==> src/hw/user_wr_defs.svh <==
`ifndef USER_WR_DEFS_SVH
`define USER_WR_DEFS_SVH

// ---------------------------------------------------------------------------
// Write-side stream mux sizing
// ---------------------------------------------------------------------------

// User source streams sharing the output
`define USER_WR_N_DESTS 4

// Stream data width in bits, keep is this over eight
`define USER_WR_DATA_BITS 64

// Command length field, counted as beats minus one
`define USER_WR_LEN_BITS 8

// Routing command queue entries
`define USER_WR_CMD_DEPTH 4

`endif

==> src/hw/user_wr_pkg.sv <==
`include "user_wr_defs.svh"

package user_wr_pkg;

  // Source index width, never below one bit
  localparam int DEST_BITS = (`USER_WR_N_DESTS > 1) ? $clog2(`USER_WR_N_DESTS) : 1;

  // -------------------------------------------------------------------------
  // Raw command word
  // -------------------------------------------------------------------------
  // Index in the top byte, length in the low bits
  // Anything between is reserved and ignored
  typedef struct packed {
    logic [7:0]                       dest;
    logic [23-`USER_WR_LEN_BITS:0]    rsvd;
    logic [`USER_WR_LEN_BITS-1:0]     len;
  } cmd_word_t;

  // -------------------------------------------------------------------------
  // Decoded routing command
  // -------------------------------------------------------------------------
  // Only in-range indices ever get this far
  typedef struct packed {
    logic [DEST_BITS-1:0]             dest;
    logic [`USER_WR_LEN_BITS-1:0]     len;
  } mux_cmd_t;

endpackage

==> src/hw/user_wr_intf.sv <==
`timescale 1ns/10ps

`include "user_wr_defs.svh"

// ---------------------------------------------------------------------------
// Plain AXI4-Stream beat
// ---------------------------------------------------------------------------
interface axis_if;
  logic                               tvalid;
  logic                               tready;
  logic [`USER_WR_DATA_BITS-1:0]      tdata;
  logic [`USER_WR_DATA_BITS/8-1:0]    tkeep;
  logic                               tlast;

  // Source side
  modport m (output tvalid, tdata, tkeep, tlast, input tready);
  // Sink side
  modport s (input tvalid, tdata, tkeep, tlast, output tready);
endinterface

// ---------------------------------------------------------------------------
// Decoded command handoff, decoder to mux
// ---------------------------------------------------------------------------
interface mux_cmd_if;
  import user_wr_pkg::*;

  logic       valid;
  logic       ready;
  mux_cmd_t   cmd;

  modport m (output valid, cmd, input ready);
  modport s (input valid, cmd, output ready);
endinterface

// ---------------------------------------------------------------------------
// Muxed beat with command markers, mux to output stage
// ---------------------------------------------------------------------------
interface wr_beat_if;
  import user_wr_pkg::*;

  logic                               tvalid;
  logic                               tready;
  logic [`USER_WR_DATA_BITS-1:0]      tdata;
  logic [`USER_WR_DATA_BITS/8-1:0]    tkeep;
  logic                               tlast;
  // Last beat counted for the command
  logic                               cmd_end;
  // Source of the running command
  logic [DEST_BITS-1:0]               dest;

  modport m (output tvalid, tdata, tkeep, tlast, cmd_end, dest, input tready);
  modport s (input tvalid, tdata, tkeep, tlast, cmd_end, dest, output tready);
endinterface

==> src/hw/mux_cmd_decode.sv <==
`timescale 1ns/10ps

`include "user_wr_defs.svh"

module mux_cmd_decode (
  input  logic                    aclk,
  input  logic                    aresetn,

  input  logic                    cmd_valid,
  output logic                    cmd_ready,
  input  user_wr_pkg::cmd_word_t  cmd_word,
  output logic                    cmd_err,

  mux_cmd_if.m                    mux
);

  import user_wr_pkg::*;

  localparam int DEPTH     = `USER_WR_CMD_DEPTH;
  localparam int PTR_BITS  = (DEPTH > 1) ? $clog2(DEPTH) : 1;
  localparam int CNT_BITS  = $clog2(DEPTH + 1);

  // Queue storage
  mux_cmd_t               cmd_mem [DEPTH];

  logic [PTR_BITS-1:0]    wr_ptr;
  logic [PTR_BITS-1:0]    rd_ptr;
  logic [CNT_BITS-1:0]    fill;

  logic                   accept;
  logic                   in_range;
  logic                   push;
  logic                   pop;
  mux_cmd_t               cmd_dec;

  // -------------------------------------------------------------------------
  // Field split and range check
  // -------------------------------------------------------------------------
  // Full index byte compared, so high garbage is caught too
  assign in_range = (cmd_word.dest < `USER_WR_N_DESTS);

  assign cmd_dec.dest = cmd_word.dest[DEST_BITS-1:0];
  assign cmd_dec.len  = cmd_word.len;

  // Handshakes
  assign cmd_ready = (fill != CNT_BITS'(DEPTH));
  assign accept    = cmd_valid & cmd_ready;
  assign push      = accept & in_range;
  assign pop       = mux.valid & mux.ready;

  // Head of queue straight to the mux
  assign mux.valid = (fill != '0);
  assign mux.cmd   = cmd_mem[rd_ptr];

  // -------------------------------------------------------------------------
  // Queue control
  // -------------------------------------------------------------------------
  always_ff @(posedge aclk) begin
    if (!aresetn) begin
      wr_ptr  <= '0;
      rd_ptr  <= '0;
      fill    <= '0;
      cmd_err <= 1'b0;
    end else begin
      // One-cycle pulse for a dropped command
      cmd_err <= accept & ~in_range;

      if (push) begin
        wr_ptr <= (wr_ptr == PTR_BITS'(DEPTH - 1)) ? '0 : wr_ptr + 1'b1;
      end
      if (pop) begin
        rd_ptr <= (rd_ptr == PTR_BITS'(DEPTH - 1)) ? '0 : rd_ptr + 1'b1;
      end

      // Push and pop together leave the fill alone
      case ({push, pop})
        2'b10:   fill <= fill + 1'b1;
        2'b01:   fill <= fill - 1'b1;
        default: fill <= fill;
      endcase
    end
  end

  // Entry write
  always_ff @(posedge aclk) begin
    if (push) begin
      cmd_mem[wr_ptr] <= cmd_dec;
    end
  end

endmodule

==> src/hw/axis_mux_user_wr.sv <==
`timescale 1ns/10ps

`include "user_wr_defs.svh"

module axis_mux_user_wr (
  input  logic    aclk,
  input  logic    aresetn,

  mux_cmd_if.s    mux,

  axis_if.s       s_axis [`USER_WR_N_DESTS],
  wr_beat_if.m    m_beat
);

  import user_wr_pkg::*;

  localparam int N_DESTS   = `USER_WR_N_DESTS;
  localparam int KEEP_BITS = `USER_WR_DATA_BITS / 8;

  // Two-state FSM, idle or forwarding one source
  typedef enum logic [0:0] {ST_IDLE, ST_MUX} state_t;

  state_t                           state_q;
  state_t                           state_d;

  logic [DEST_BITS-1:0]             dest_q;
  logic [DEST_BITS-1:0]             dest_d;
  logic [`USER_WR_LEN_BITS-1:0]     cnt_q;
  logic [`USER_WR_LEN_BITS-1:0]     cnt_d;

  logic                             beat_fire;
  logic                             tr_done;

  // -------------------------------------------------------------------------
  // Source unpack
  // -------------------------------------------------------------------------
  logic [N_DESTS-1:0]                               src_tvalid;
  logic [N_DESTS-1:0]                               src_tready;
  logic [N_DESTS-1:0][`USER_WR_DATA_BITS-1:0]       src_tdata;
  logic [N_DESTS-1:0][KEEP_BITS-1:0]                src_tkeep;
  logic [N_DESTS-1:0]                               src_tlast;

  for (genvar i = 0; i < N_DESTS; i++) begin : g_src
    assign src_tvalid[i]    = s_axis[i].tvalid;
    assign src_tdata[i]     = s_axis[i].tdata;
    assign src_tkeep[i]     = s_axis[i].tkeep;
    assign src_tlast[i]     = s_axis[i].tlast;
    assign s_axis[i].tready = src_tready[i];
  end

  // -------------------------------------------------------------------------
  // Data path mux
  // -------------------------------------------------------------------------
  always_comb begin
    // Ready only to the selected source
    for (int i = 0; i < N_DESTS; i++) begin
      src_tready[i] = (state_q == ST_MUX) && (dest_q == DEST_BITS'(i)) && m_beat.tready;
    end

    if (state_q == ST_MUX) begin
      m_beat.tvalid = src_tvalid[dest_q];
      m_beat.tdata  = src_tdata[dest_q];
      m_beat.tkeep  = src_tkeep[dest_q];
      m_beat.tlast  = src_tlast[dest_q];
    end else begin
      m_beat.tvalid = 1'b0;
      m_beat.tdata  = '0;
      m_beat.tkeep  = '0;
      m_beat.tlast  = 1'b0;
    end
  end

  // End marker on the zero count, tlast from the source is not trusted
  assign m_beat.cmd_end = (state_q == ST_MUX) && (cnt_q == '0);
  assign m_beat.dest    = dest_q;

  assign beat_fire = m_beat.tvalid & m_beat.tready;
  assign tr_done   = m_beat.cmd_end & beat_fire;

  // -------------------------------------------------------------------------
  // State registers
  // -------------------------------------------------------------------------
  always_ff @(posedge aclk) begin
    if (!aresetn) begin
      state_q <= ST_IDLE;
      dest_q  <= '0;
      cnt_q   <= '0;
    end else begin
      state_q <= state_d;
      dest_q  <= dest_d;
      cnt_q   <= cnt_d;
    end
  end

  // Next state and command load
  always_comb begin
    state_d   = state_q;
    dest_d    = dest_q;
    cnt_d     = cnt_q;
    mux.ready = 1'b0;

    case (state_q)
      ST_IDLE: begin
        if (mux.valid) begin
          mux.ready = 1'b1;
          dest_d    = mux.cmd.dest;
          cnt_d     = mux.cmd.len;
          state_d   = ST_MUX;
        end
      end

      ST_MUX: begin
        if (tr_done) begin
          // Back-to-back load, no idle cycle between commands
          if (mux.valid) begin
            mux.ready = 1'b1;
            dest_d    = mux.cmd.dest;
            cnt_d     = mux.cmd.len;
          end else begin
            state_d = ST_IDLE;
          end
        end else if (beat_fire) begin
          cnt_d = cnt_q - 1'b1;
        end
      end

      default: state_d = ST_IDLE;
    endcase
  end

endmodule

==> src/hw/wr_out_stage.sv <==
`timescale 1ns/10ps

`include "user_wr_defs.svh"

module wr_out_stage (
  input  logic                                aclk,
  input  logic                                aresetn,

  wr_beat_if.s                                s_beat,

  output logic                                m_axis_tvalid,
  input  logic                                m_axis_tready,
  output logic [`USER_WR_DATA_BITS-1:0]       m_axis_tdata,
  output logic [`USER_WR_DATA_BITS/8-1:0]     m_axis_tkeep,
  output logic                                m_axis_tlast,

  output logic                                done_valid,
  output logic [user_wr_pkg::DEST_BITS-1:0]   done_dest,
  output logic                                done_err
);

  import user_wr_pkg::*;

  localparam int KEEP_BITS = `USER_WR_DATA_BITS / 8;
  // data, keep, tlast, cmd_end, dest, error
  localparam int BEAT_BITS = `USER_WR_DATA_BITS + KEEP_BITS + 3 + DEST_BITS;

  logic [BEAT_BITS-1:0]   in_beat;
  logic [BEAT_BITS-1:0]   main_q;
  logic [BEAT_BITS-1:0]   skid_q;
  logic                   skid_valid;

  logic                   in_fire;
  logic                   out_fire;
  logic                   load_ok;

  // Error bit running for the command at the input side
  logic                   err_acc;
  logic                   in_err;

  logic                   out_end;
  logic [DEST_BITS-1:0]   out_dest;
  logic                   out_err;

  // -------------------------------------------------------------------------
  // Input side
  // -------------------------------------------------------------------------
  // Ready comes from a register, so m_axis_tready stays off the source path
  assign s_beat.tready = ~skid_valid;
  assign in_fire       = s_beat.tvalid & s_beat.tready;

  // tlast early, or missing on the end beat
  assign in_err  = err_acc | (s_beat.tlast != s_beat.cmd_end);
  assign in_beat = {s_beat.tdata, s_beat.tkeep, s_beat.tlast,
                    s_beat.cmd_end, s_beat.dest, in_err};

  // -------------------------------------------------------------------------
  // Output side
  // -------------------------------------------------------------------------
  assign {m_axis_tdata, m_axis_tkeep, m_axis_tlast, out_end, out_dest, out_err} = main_q;

  assign out_fire = m_axis_tvalid & m_axis_tready;
  // Main register free or draining this cycle
  assign load_ok  = ~m_axis_tvalid | m_axis_tready;

  // Control flags
  always_ff @(posedge aclk) begin
    if (!aresetn) begin
      m_axis_tvalid <= 1'b0;
      skid_valid    <= 1'b0;
      err_acc       <= 1'b0;
      done_valid    <= 1'b0;
    end else begin
      if (load_ok) begin
        // Skid entry first to keep beat order
        m_axis_tvalid <= skid_valid | in_fire;
        skid_valid    <= 1'b0;
      end else if (in_fire) begin
        skid_valid <= 1'b1;
      end

      // Sticky error, cleared once the end beat is taken
      if (in_fire) begin
        err_acc <= s_beat.cmd_end ? 1'b0 : in_err;
      end

      done_valid <= out_fire & out_end;
    end
  end

  // Payload registers
  always_ff @(posedge aclk) begin
    if (load_ok) begin
      if (skid_valid) begin
        main_q <= skid_q;
      end else if (in_fire) begin
        main_q <= in_beat;
      end
    end else if (in_fire) begin
      skid_q <= in_beat;
    end

    // Completion report for the departing end beat
    if (out_fire && out_end) begin
      done_dest <= out_dest;
      done_err  <= out_err;
    end
  end

endmodule

==> src/hw/user_wr_top.sv <==
`timescale 1ns/10ps

`include "user_wr_defs.svh"

module user_wr_top (
  input  logic                                                  aclk,
  input  logic                                                  aresetn,

  // Routing commands
  input  logic                                                  cmd_valid,
  output logic                                                  cmd_ready,
  input  user_wr_pkg::cmd_word_t                                cmd_word,
  output logic                                                  cmd_err,

  // User sources, packed one slice per stream
  input  logic [`USER_WR_N_DESTS-1:0]                           s_axis_tvalid,
  output logic [`USER_WR_N_DESTS-1:0]                           s_axis_tready,
  input  logic [`USER_WR_N_DESTS-1:0][`USER_WR_DATA_BITS-1:0]   s_axis_tdata,
  input  logic [`USER_WR_N_DESTS-1:0][`USER_WR_DATA_BITS/8-1:0] s_axis_tkeep,
  input  logic [`USER_WR_N_DESTS-1:0]                           s_axis_tlast,

  // Merged output
  output logic                                                  m_axis_tvalid,
  input  logic                                                  m_axis_tready,
  output logic [`USER_WR_DATA_BITS-1:0]                         m_axis_tdata,
  output logic [`USER_WR_DATA_BITS/8-1:0]                       m_axis_tkeep,
  output logic                                                  m_axis_tlast,

  // Per-command completion
  output logic                                                  done_valid,
  output logic [user_wr_pkg::DEST_BITS-1:0]                     done_dest,
  output logic                                                  done_err
);

  // ---------------------------------------------------------------------------
  // Interface instances
  // ---------------------------------------------------------------------------
  axis_if     src_if [`USER_WR_N_DESTS] ();
  mux_cmd_if  cmd_if ();
  wr_beat_if  beat_if ();

  // Flat source ports into the interface array
  for (genvar i = 0; i < `USER_WR_N_DESTS; i++) begin : g_src
    assign src_if[i].tvalid = s_axis_tvalid[i];
    assign src_if[i].tdata  = s_axis_tdata[i];
    assign src_if[i].tkeep  = s_axis_tkeep[i];
    assign src_if[i].tlast  = s_axis_tlast[i];
    assign s_axis_tready[i] = src_if[i].tready;
  end

  // ---------------------------------------------------------------------------
  // Stages
  // ---------------------------------------------------------------------------
  mux_cmd_decode u_decode (
    .aclk      (aclk),
    .aresetn   (aresetn),
    .cmd_valid (cmd_valid),
    .cmd_ready (cmd_ready),
    .cmd_word  (cmd_word),
    .cmd_err   (cmd_err),
    .mux       (cmd_if)
  );

  axis_mux_user_wr u_mux (
    .aclk    (aclk),
    .aresetn (aresetn),
    .mux     (cmd_if),
    .s_axis  (src_if),
    .m_beat  (beat_if)
  );

  wr_out_stage u_out (
    .aclk          (aclk),
    .aresetn       (aresetn),
    .s_beat        (beat_if),
    .m_axis_tvalid (m_axis_tvalid),
    .m_axis_tready (m_axis_tready),
    .m_axis_tdata  (m_axis_tdata),
    .m_axis_tkeep  (m_axis_tkeep),
    .m_axis_tlast  (m_axis_tlast),
    .done_valid    (done_valid),
    .done_dest     (done_dest),
    .done_err      (done_err)
  );

endmodule

==> config.mk <==
export PLATFORM = sky130hd
export DESIGN_NAME = user_wr_top
export DESIGN_NICKNAME = d
export VERILOG_FILES = /design/src/hw/user_wr_pkg.sv /design/src/hw/user_wr_intf.sv /design/src/hw/mux_cmd_decode.sv /design/src/hw/axis_mux_user_wr.sv /design/src/hw/wr_out_stage.sv /design/src/hw/user_wr_top.sv
export VERILOG_INCLUDE_DIRS = /design/src /design/src/hw
export SDC_FILE = /design/constraint.sdc
export NUM_CORES = 1
export LEC_CHECK = 0
export BUFFER_PORTS_ARGS = -buffer_cell sky130_fd_sc_hd__buf_2
export CORE_MARGIN = 1.5
export CORE_UTILIZATION = 27
export CTS_CLUSTER_SIZE = 28
export DETAILED_ROUTE_END_ITERATION = 10
export SYNTH_ARGS = -nofsm -noshare
export SYNTH_HDL_FRONTEND = slang
export SYNTH_SLANG_ARGS = --single-unit
==> constraint.sdc <==
create_clock -name aclk -period 6.5 [get_ports aclk]
set_input_delay 0 -clock aclk [delete_from_list [all_inputs] [get_ports aclk]]
set_output_delay 0 -clock aclk [all_outputs]
set_load 0.005 [all_outputs]
==> results of run 1 <==
==> registers in the layout (all words and copies together), names as in the netlist, named ones only <==
register,count
u_mux.cnt_q,8
u_decode.rd_ptr,2
u_out.err_acc,1
u_out.done_err,1
u_decode.wr_ptr,2
u_decode.fill,3
u_mux.state_q,1
u_out.done_valid,1
u_out.skid_q,77
u_out.done_dest,2
u_out.main_q,77
u_out.m_axis_tvalid,1
u_mux.m_beat.dest,2
u_out.skid_valid,1
u_decode.cmd_mem,40
u_decode.cmd_err,1
==> metrics by stage <==
step           instance area [sq um]  util (%)  worst slack, ps  std cells  power (mW)
2_1_floorplan                  11100         -            995.7        721       3.143
3_3_place_gp                   13080     32.11             2740       1533       3.538
3_5_place_dp                   13080     32.11             2655       1533       3.572
4_1_cts                        15400     37.81             2643       1727       5.424
5_1_grt                        15410     37.84             2349       1731       5.648
6_report                       15420     37.84             2844       1732       5.346
==> cell type report <==
type | instances | area share, %
Antenna cell | 5 | 0.08116
Clock buffer | 30 | 4.455
Clock inverter | 20 | 1.266
Inverter | 11 | 0.2678
Multi-Input combinational cell | 362 | 25.27
Sequential cell | 222 | 41.70
Tap cell | 532 | 4.317
Timing Repair Buffer | 550 | 22.64
==> repair_timing <==
item | in CTS | in global routing
buffers inserted | 0 | 0
hold endpoints to repair | 183 | 0
setup endpoints to repair | 0 | 0
hold buffers | 144 | 0
==> report_power, final <==
| group | internal [mW] | switching, mW | total (mW) | leakage (nW) |
|---|---|---|---|---|
| registers | 1.77 | 0.222 | 1.99 | 2.02 |
| clock network | 0.886 | 0.627 | 1.51 | 0.429 |
| logic | 1.08 | 0.762 | 1.85 | 3.51 |
==> per-layer routing <==
layer,part of all wire (%),GRT usage [%],wire [um]
met5,0,0,0
met4,2.8,4.718,842
met3,5.7,2.772,1732
met2,50,23.08,15210
met1,42,17.56,12660
==> worst min path at each step <==
stage,end,slack [ps],cells after the start
2_1_floorplan,u_decode.cmd_mem[0][0],100,0
3_3_place_gp,u_decode.cmd_mem[3][1],210,1
3_5_place_dp,u_decode.cmd_mem[3][4],220,1
4_1_cts,u_out.skid_q[43],1,3
5_1_grt,u_out.skid_q[43],20,3
6_report,u_out.skid_q[76],10,3
==> logic make-up (layout without fill, tap and decap cells) <==
group | Yosys count | after routing | synth area share [%]
AO/OA/AOI/OAI | 115 | 115 | 8.444
buffers and inverters | 137 | 611 | 7.317
multiplexers | 92 | 92 | 17.68
flip-flops | 222 | 222 | 57.81
AND/OR/NAND/NOR | 142 | 142 | 7.351
adder cells (fa/ha/maj) | 9 | 9 | 1.082
other | 0 | 5 | 0
XOR/XNOR | 4 | 4 | 0.3157
==> cell usage after synthesis, types with 4 or more instances <==
cell type and number:
a21oi_1 7, nor3_1 9, o221ai_1 4, and2_1 81
or3_1 4, nor2_1 15, buf_1 6, a22o_1 73
edfxtp_1 197, ha_1 8, clkbuf_1 34, mux2i_1 7
dfxtp_1 25, nand2_1 12, buf_2 10, buf_4 76
nand3_1 5, mux4_2 83, nor2b_1 5, o21ai_0 12
a21boi_0 5, inv_1 11
==> worst max-delay path: stages, from the launching register on <==
cell     delay (ps)
dfxtp_4         880
mux2i_1         300
mux2i_1         290
a21oi_1         180
a21oi_4         870
buf_4           700
==> results.md, run 1 <==
- Headroom to the max-slew limit: between 20% and 30%
- Routed wire length: 30450 um
- Worst hold path startpoint: s_axis_tdata[63]
- Endpoint of the lowest-slack register-to-register path: u_out.main_q[23]
- Area growth from synthesis to final layout: 38.92%
- Post-synthesis average cell area: 15.39 sq um
- Last weighted congestion value of the routability-driven placer: around 0.75
- Sequential cell area: around 6400 sq um
- Clock-pin slew on the worst setup and hold paths: 70 ps
- Startpoint Class: register
- Worst Setup SP: u_mux.m_beat.dest[0]
- Number of distinct library cells after synthesis: 47
- Status: complete, no violations
- Die Area: 42330 sq um
- Portion of the post-synthesis area used by sequential elements: 57.81%
- Total half-perimeter wirelength after legalization and detailed placement: just over 20000 um
- Fmax: 0.2735 GHz
- Overall track demand over capacity in global routing: between 10% and 20%
- Async SR Flop Fraction: 0%
- Most used cells in the layout excluding fill and tap cells: buf_2, edfxtp_1, dlygate4sd3_1
- Chip width: 205.7 um
- Num CTS Buffers: 27
- Largest clock skew in the final design: around 18 ps
- Number of remaining DRC errors: 0
- Setup TNS Final: 0 ps
- Number of nets in the finished design: 1515
- Power Dens Cells: 346.8 nW/um^2
- Number of global-route vias before repair: 7979
- Starting density of the core: a little over a quarter
- DR pass1 iterations: 4
- Max-cap violations: 0
- Transition time at the pin with the least slew margin: about 1100 ps
- Minimum hold slack: 11.75 ps
- Mapped Cells: 721
- Level count of the clock H-tree: 1
- Final count of negative-setup-slack endpoints: 0
- Most frequently used flop master after synthesis: edfxtp_1
- Top-area cell type share of the netlist area: 53.30%
- Maximum buffer depth of the clock tree: 3
- Critical path endpoint category: register
- Unrepaired setup endpoints after global routing: no
- Fraction of final layout cells with drive strength greater than 1: approximately 46%
- Type of the setup path with the least slack: register to register
- Clock sink count: 222
- Top area cells in the synthesized netlist: edfxtp_1, mux4_2, a22o_1
- Startpoint of the worst register-to-register path: u_mux.m_beat.dest[0]
- Area of combinational cells with multiple inputs: a little under 4000 sq um
- Vias per Instance: 4.558
- Cell depth of the worst flop-to-flop path: 5
- Net count after synthesis: 1062
- Port Buf Inserts: roughly 400
- Highest fanout seen on the critical path: between 40 and 50
- Post-synth EDFFs: approximately 200
- Register-to-register path setup slack: 2840 ps
- Top-level port count: 416
- Total of fill cells in the finished design: 3922
- Tmin final: 3656 ps
- Worst IR drop on VDD: 260.6 uV
- Yosys reg bits: 222
- Sum of overflow across all layers after global routing: 0
- Static leakage: 5.967 nW
- Buffer cell driving the clock tree root: clkbuf_16
- Final Hold Viols: 0
- Vertical die dimension: 205.7 um
- Vias: between 7000 and 8000
- Worst-Skew Late Latency: 550 ps
- Initial drt markers: 483
- Warning count from the yosys run: 0
- Wire length of the first global-routing pass: approximately 45000 um
- Required @ worst endpoint: ~6700 ps
- Period utilization: 56.25%
- Maximum number of pins on one net before global-route repair: 84
- Floorplan Core Area: 40740 sq um
- Area of the mapped netlist: 11100 sq um
- Worst setup path endpoint: u_out.main_q[23]
- Slew Viols, Final: 0
- Average routed wire per standard cell: 17.58 um
- Number of rows created at floorplan: 74
- Type of the most critical hold path: primary input to register
- Clock tree from TritonCTS: done
- Initial antenna violation count: 4
- Arrival time reported for the critical path endpoint: between 3000 and 4000 ps
- Largest area contributor in the netlist: edfxtp_1
- Most common library cell in the layout ignoring fill and taps: buf_2
- Post-DRT Antenna Nets: 0
- Post-CTS sizing: 0
(Power assumes the default switching activity.)
==> inputs of run 2 (changes only) <==
==> constraint.sdc (replaced) <==
create_clock -name aclk -period 3.5 [get_ports aclk]
set_input_delay 0 -clock aclk [delete_from_list [all_inputs] [get_ports aclk]]
set_output_delay 0 -clock aclk [all_outputs]
set_load 0.005 [all_outputs]
==> run 2 against run 1 <==
Against the previous run:
- clock-buffer cell count shrank 2
- combinational power grew 100%
- first-iteration DRC count shrank 9.5%
- die area is the same
- sequential cell count is the same
- core utilization grew 0.40 points
- register-to-register slack lost 2100 ps
- critical endpoint is now u_decode.fill[2]
- largest cell class unchanged
- largest power group is now combinational logic
==> results.md, run 2 (synthesis results as in run 1) <==
- Placed cell count: 1542 (+0.59%)
- Vias: 7924 (+0.38%)
- Period utilization: 83.87%
- Sink of the worst hold path: u_out.skid_q[68]
- Tmin final: 2936 ps
- Registers with the most flip-flops: u_out.main_q: 77 flops, u_out.skid_q: 77 flops, u_decode.cmd_mem: 40 flops
- Final count of negative-setup-slack endpoints: 0 (unchanged)
- Vias per Instance: 4.536 (-0.48%)
- Total half-perimeter wirelength after legalization and detailed placement: 21030 um (+3.1%)
- Cell depth of the worst flop-to-flop path: 10 (+5)
- Static leakage: 6.054 nW (+1.5%)
- Type of the setup path with the least slack: primary input to register
- Initial antenna violation count: 4 (unchanged)
- Arrival time reported for the critical path endpoint: 3390 ps (-430 ps)
- Unrepaired setup endpoints after global routing: no
- Post-CTS sizing: 0 (unchanged)
- Startpoint Class: primary input
- Number of remaining DRC errors: 0 (unchanged)
- Headroom to the max-slew limit: 39.55% (+16 points)
- Number of global-route vias before repair: 8051 (+0.90%)
- Highest fanout seen on the critical path: 7 (-85%)
- Level count of the clock H-tree: 1 (unchanged)
- Final Hold Viols: 0 (unchanged)
- Most frequent CP cell: dlygate4sd3_1
- Initial drt markers: 437 (-9.5%)
- Slew Viols, Final: 0 (unchanged)
- Type of the most critical hold path: primary input to register
- Routed wire length: 30600 um (+0.52%)
- Post-DRT Antenna Nets: 0 (unchanged)
- DR pass1 iterations: 4 (unchanged)
- Worst-path cell with the longest stage delay: dlygate4sd3_1
- Overall Power: 9.927 mW (+86%)
- Clock-pin slew on the worst setup and hold paths: 60 ps (about the same)
- Buffer cell driving the clock tree root: clkbuf_16
- Floorplan Core Area: 40740 sq um (unchanged)
- Final instance count without filler cells: 1747 (+0.87%)
- Top-level port count: 416 (unchanged)
- CP Cell Sequence: dlygate4sd3_1, buf_2, nor2_1, dlygate4sd3_1, nand2_1, dlygate4sd3_1, nor2b_1, inv_1, ha_1, inv_1, fa_1, xor2_1, or3_1, a21boi_0
- CP delay by family, top: buffers and inverters
- Wire length of the first global-routing pass: 44460 um (-0.71%)
- Count of buffering cells on the critical path with inverters included: 6 (+5)
- Total of fill cells in the finished design: 3878 (-1.1%)
- Startpoint of the worst register-to-register path: u_decode.fill[2]
- Register-to-register path setup slack: 790 ps (-2050 ps)
- Number of rows created at floorplan: 74 (unchanged)
- Hold depth: 3 (unchanged)
- Maximum buffer depth of the clock tree: 3 (unchanged)
- Fraction of final layout cells with drive strength greater than 1: 45.75% (about the same)
- Fmax: 0.3407 GHz
- Most used cells in the layout excluding fill and tap cells: buf_2, edfxtp_1, dlygate4sd3_1
- Required @ worst endpoint: 3960 ps (-2710 ps)
- Last weighted congestion value of the routability-driven placer: 0.8057 (+7.2%)
- Endpoint of the lowest-slack register-to-register path: u_decode.fill[2]
- Power Dens Cells: 637.1 nW/um^2 (+84%)
- Status: complete, no violations
- Setup TNS Final: 0 ps (unchanged)
- Largest clock skew in the final design: 12.58 ps (-5.265 ps)
- Transition time at the pin with the least slew margin: 906.8 ps (-235.5 ps)
- Chip width: 205.7 um (unchanged)
- Critical path's largest stage delay: 570 ps (-310 ps)
- Area growth from synthesis to final layout: 40.39%
- Clock tree from TritonCTS: done
- Critical path endpoint category: register
- Worst Setup SP: cmd_word[26]
- Vertical die dimension: 205.7 um (unchanged)
- Die Area: 42330 sq um (unchanged)
- Worst hold path startpoint: s_axis_tdata[55]
- Max-cap violations: 0 (unchanged)
- Maximum number of pins on one net before global-route repair: 75 (-11%)
- Sum of overflow across all layers after global routing: 0 (unchanged)
- Num CTS Buffers: 26 (-3.7%)
- Most common library cell in the layout ignoring fill and taps: buf_2
- Worst-Skew Late Latency: 540 ps (about the same)
- Number of nets in the finished design: 1533 (+1.2%)
- Port Buf Inserts: 399 (unchanged)
- Starting density of the core: 27.24% (unchanged)
- Overall track demand over capacity in global routing: 13.65% (-0.087 points)
- Worst IR drop on VDD: 397.8 uV (+53%)
- Clock sink count: 222 (unchanged)
- Minimum hold slack: 20.27 ps (+8.519 ps)
- Average routed wire per standard cell: 17.52 um (-0.35%)
[run 2: cell types whose count changed in the layout (fill, tap and decap cells not counted), sizes merged]
cell	change
clkinv	+4
inv	-4
diode	-1
dlygate4sd3	+10
clkbuf	-2
clkinvlp	-1
buf	+9
[run 2: metal layers]
layer | vias to the layer above | track usage (%) | part of all wire [%]
met3 | 44 | 2.534 | 5.0
met1 | 3934 | 16.89 | 41
met2 | 221 | 23.69 | 52
met5 | - | 0 | 0.029
li1 | 3723 | - | -
met4 | 2 | 4.849 | 2.5
[run 2: how the worst max path moves through the flow]
stage          cells after the start          endpoint
2_1_floorplan                      5   u_out.main_q[0]
3_3_place_gp                      12  u_decode.fill[2]
3_5_place_dp                      10  u_decode.fill[2]
4_1_cts                           14  u_decode.fill[2]
5_1_grt                           14  u_decode.fill[2]
6_report                          14  u_decode.fill[2]
[run 2: worst min-delay path, delay by kind of cell]
family                 cells  cell delay, ps
buffers and inverters      1              70
AND/OR/NAND/NOR            1             120
multiplexers               1             250
[run 2: area by class of cell]
class	count	area, sq um	area share, %
multi-input cells	362	3896	25.01
flip-flops and latches	222	6429	41.26
clock inverters	19	176.4	1.132
clock buffers	28	679.4	4.360
repair buffers	569	3684	23.64
inverters	11	41.29	0.2650
diodes	4	10.01	0.06424
well taps	532	665.6	4.272
[run 2: power by group]
part	internal (mW)	leakage, nW	switching (mW)
Sequential	3.28	2.02	0.164
Combinational	2.08	3.61	1.68
Clock	1.62	0.420	1.11
[run 2: repair_timing]
item,in CTS,in global routing
endpoints found under the hold margin,192,0
setup buffers,0,0
hold buffers,154,0
setup endpoints to repair,0,0
[run 2: through the flow]
step                      worst slack [ps]  cell area [sq um]  utilization, %
after floorplan                      544.0              11120               -
after global placement               851.5              13170           32.34
after detailed placement             814.1              13170           32.34
after CTS                            585.2              15570           38.22
after global routing                 297.1              15580           38.24
final                                564.5              15580           38.25
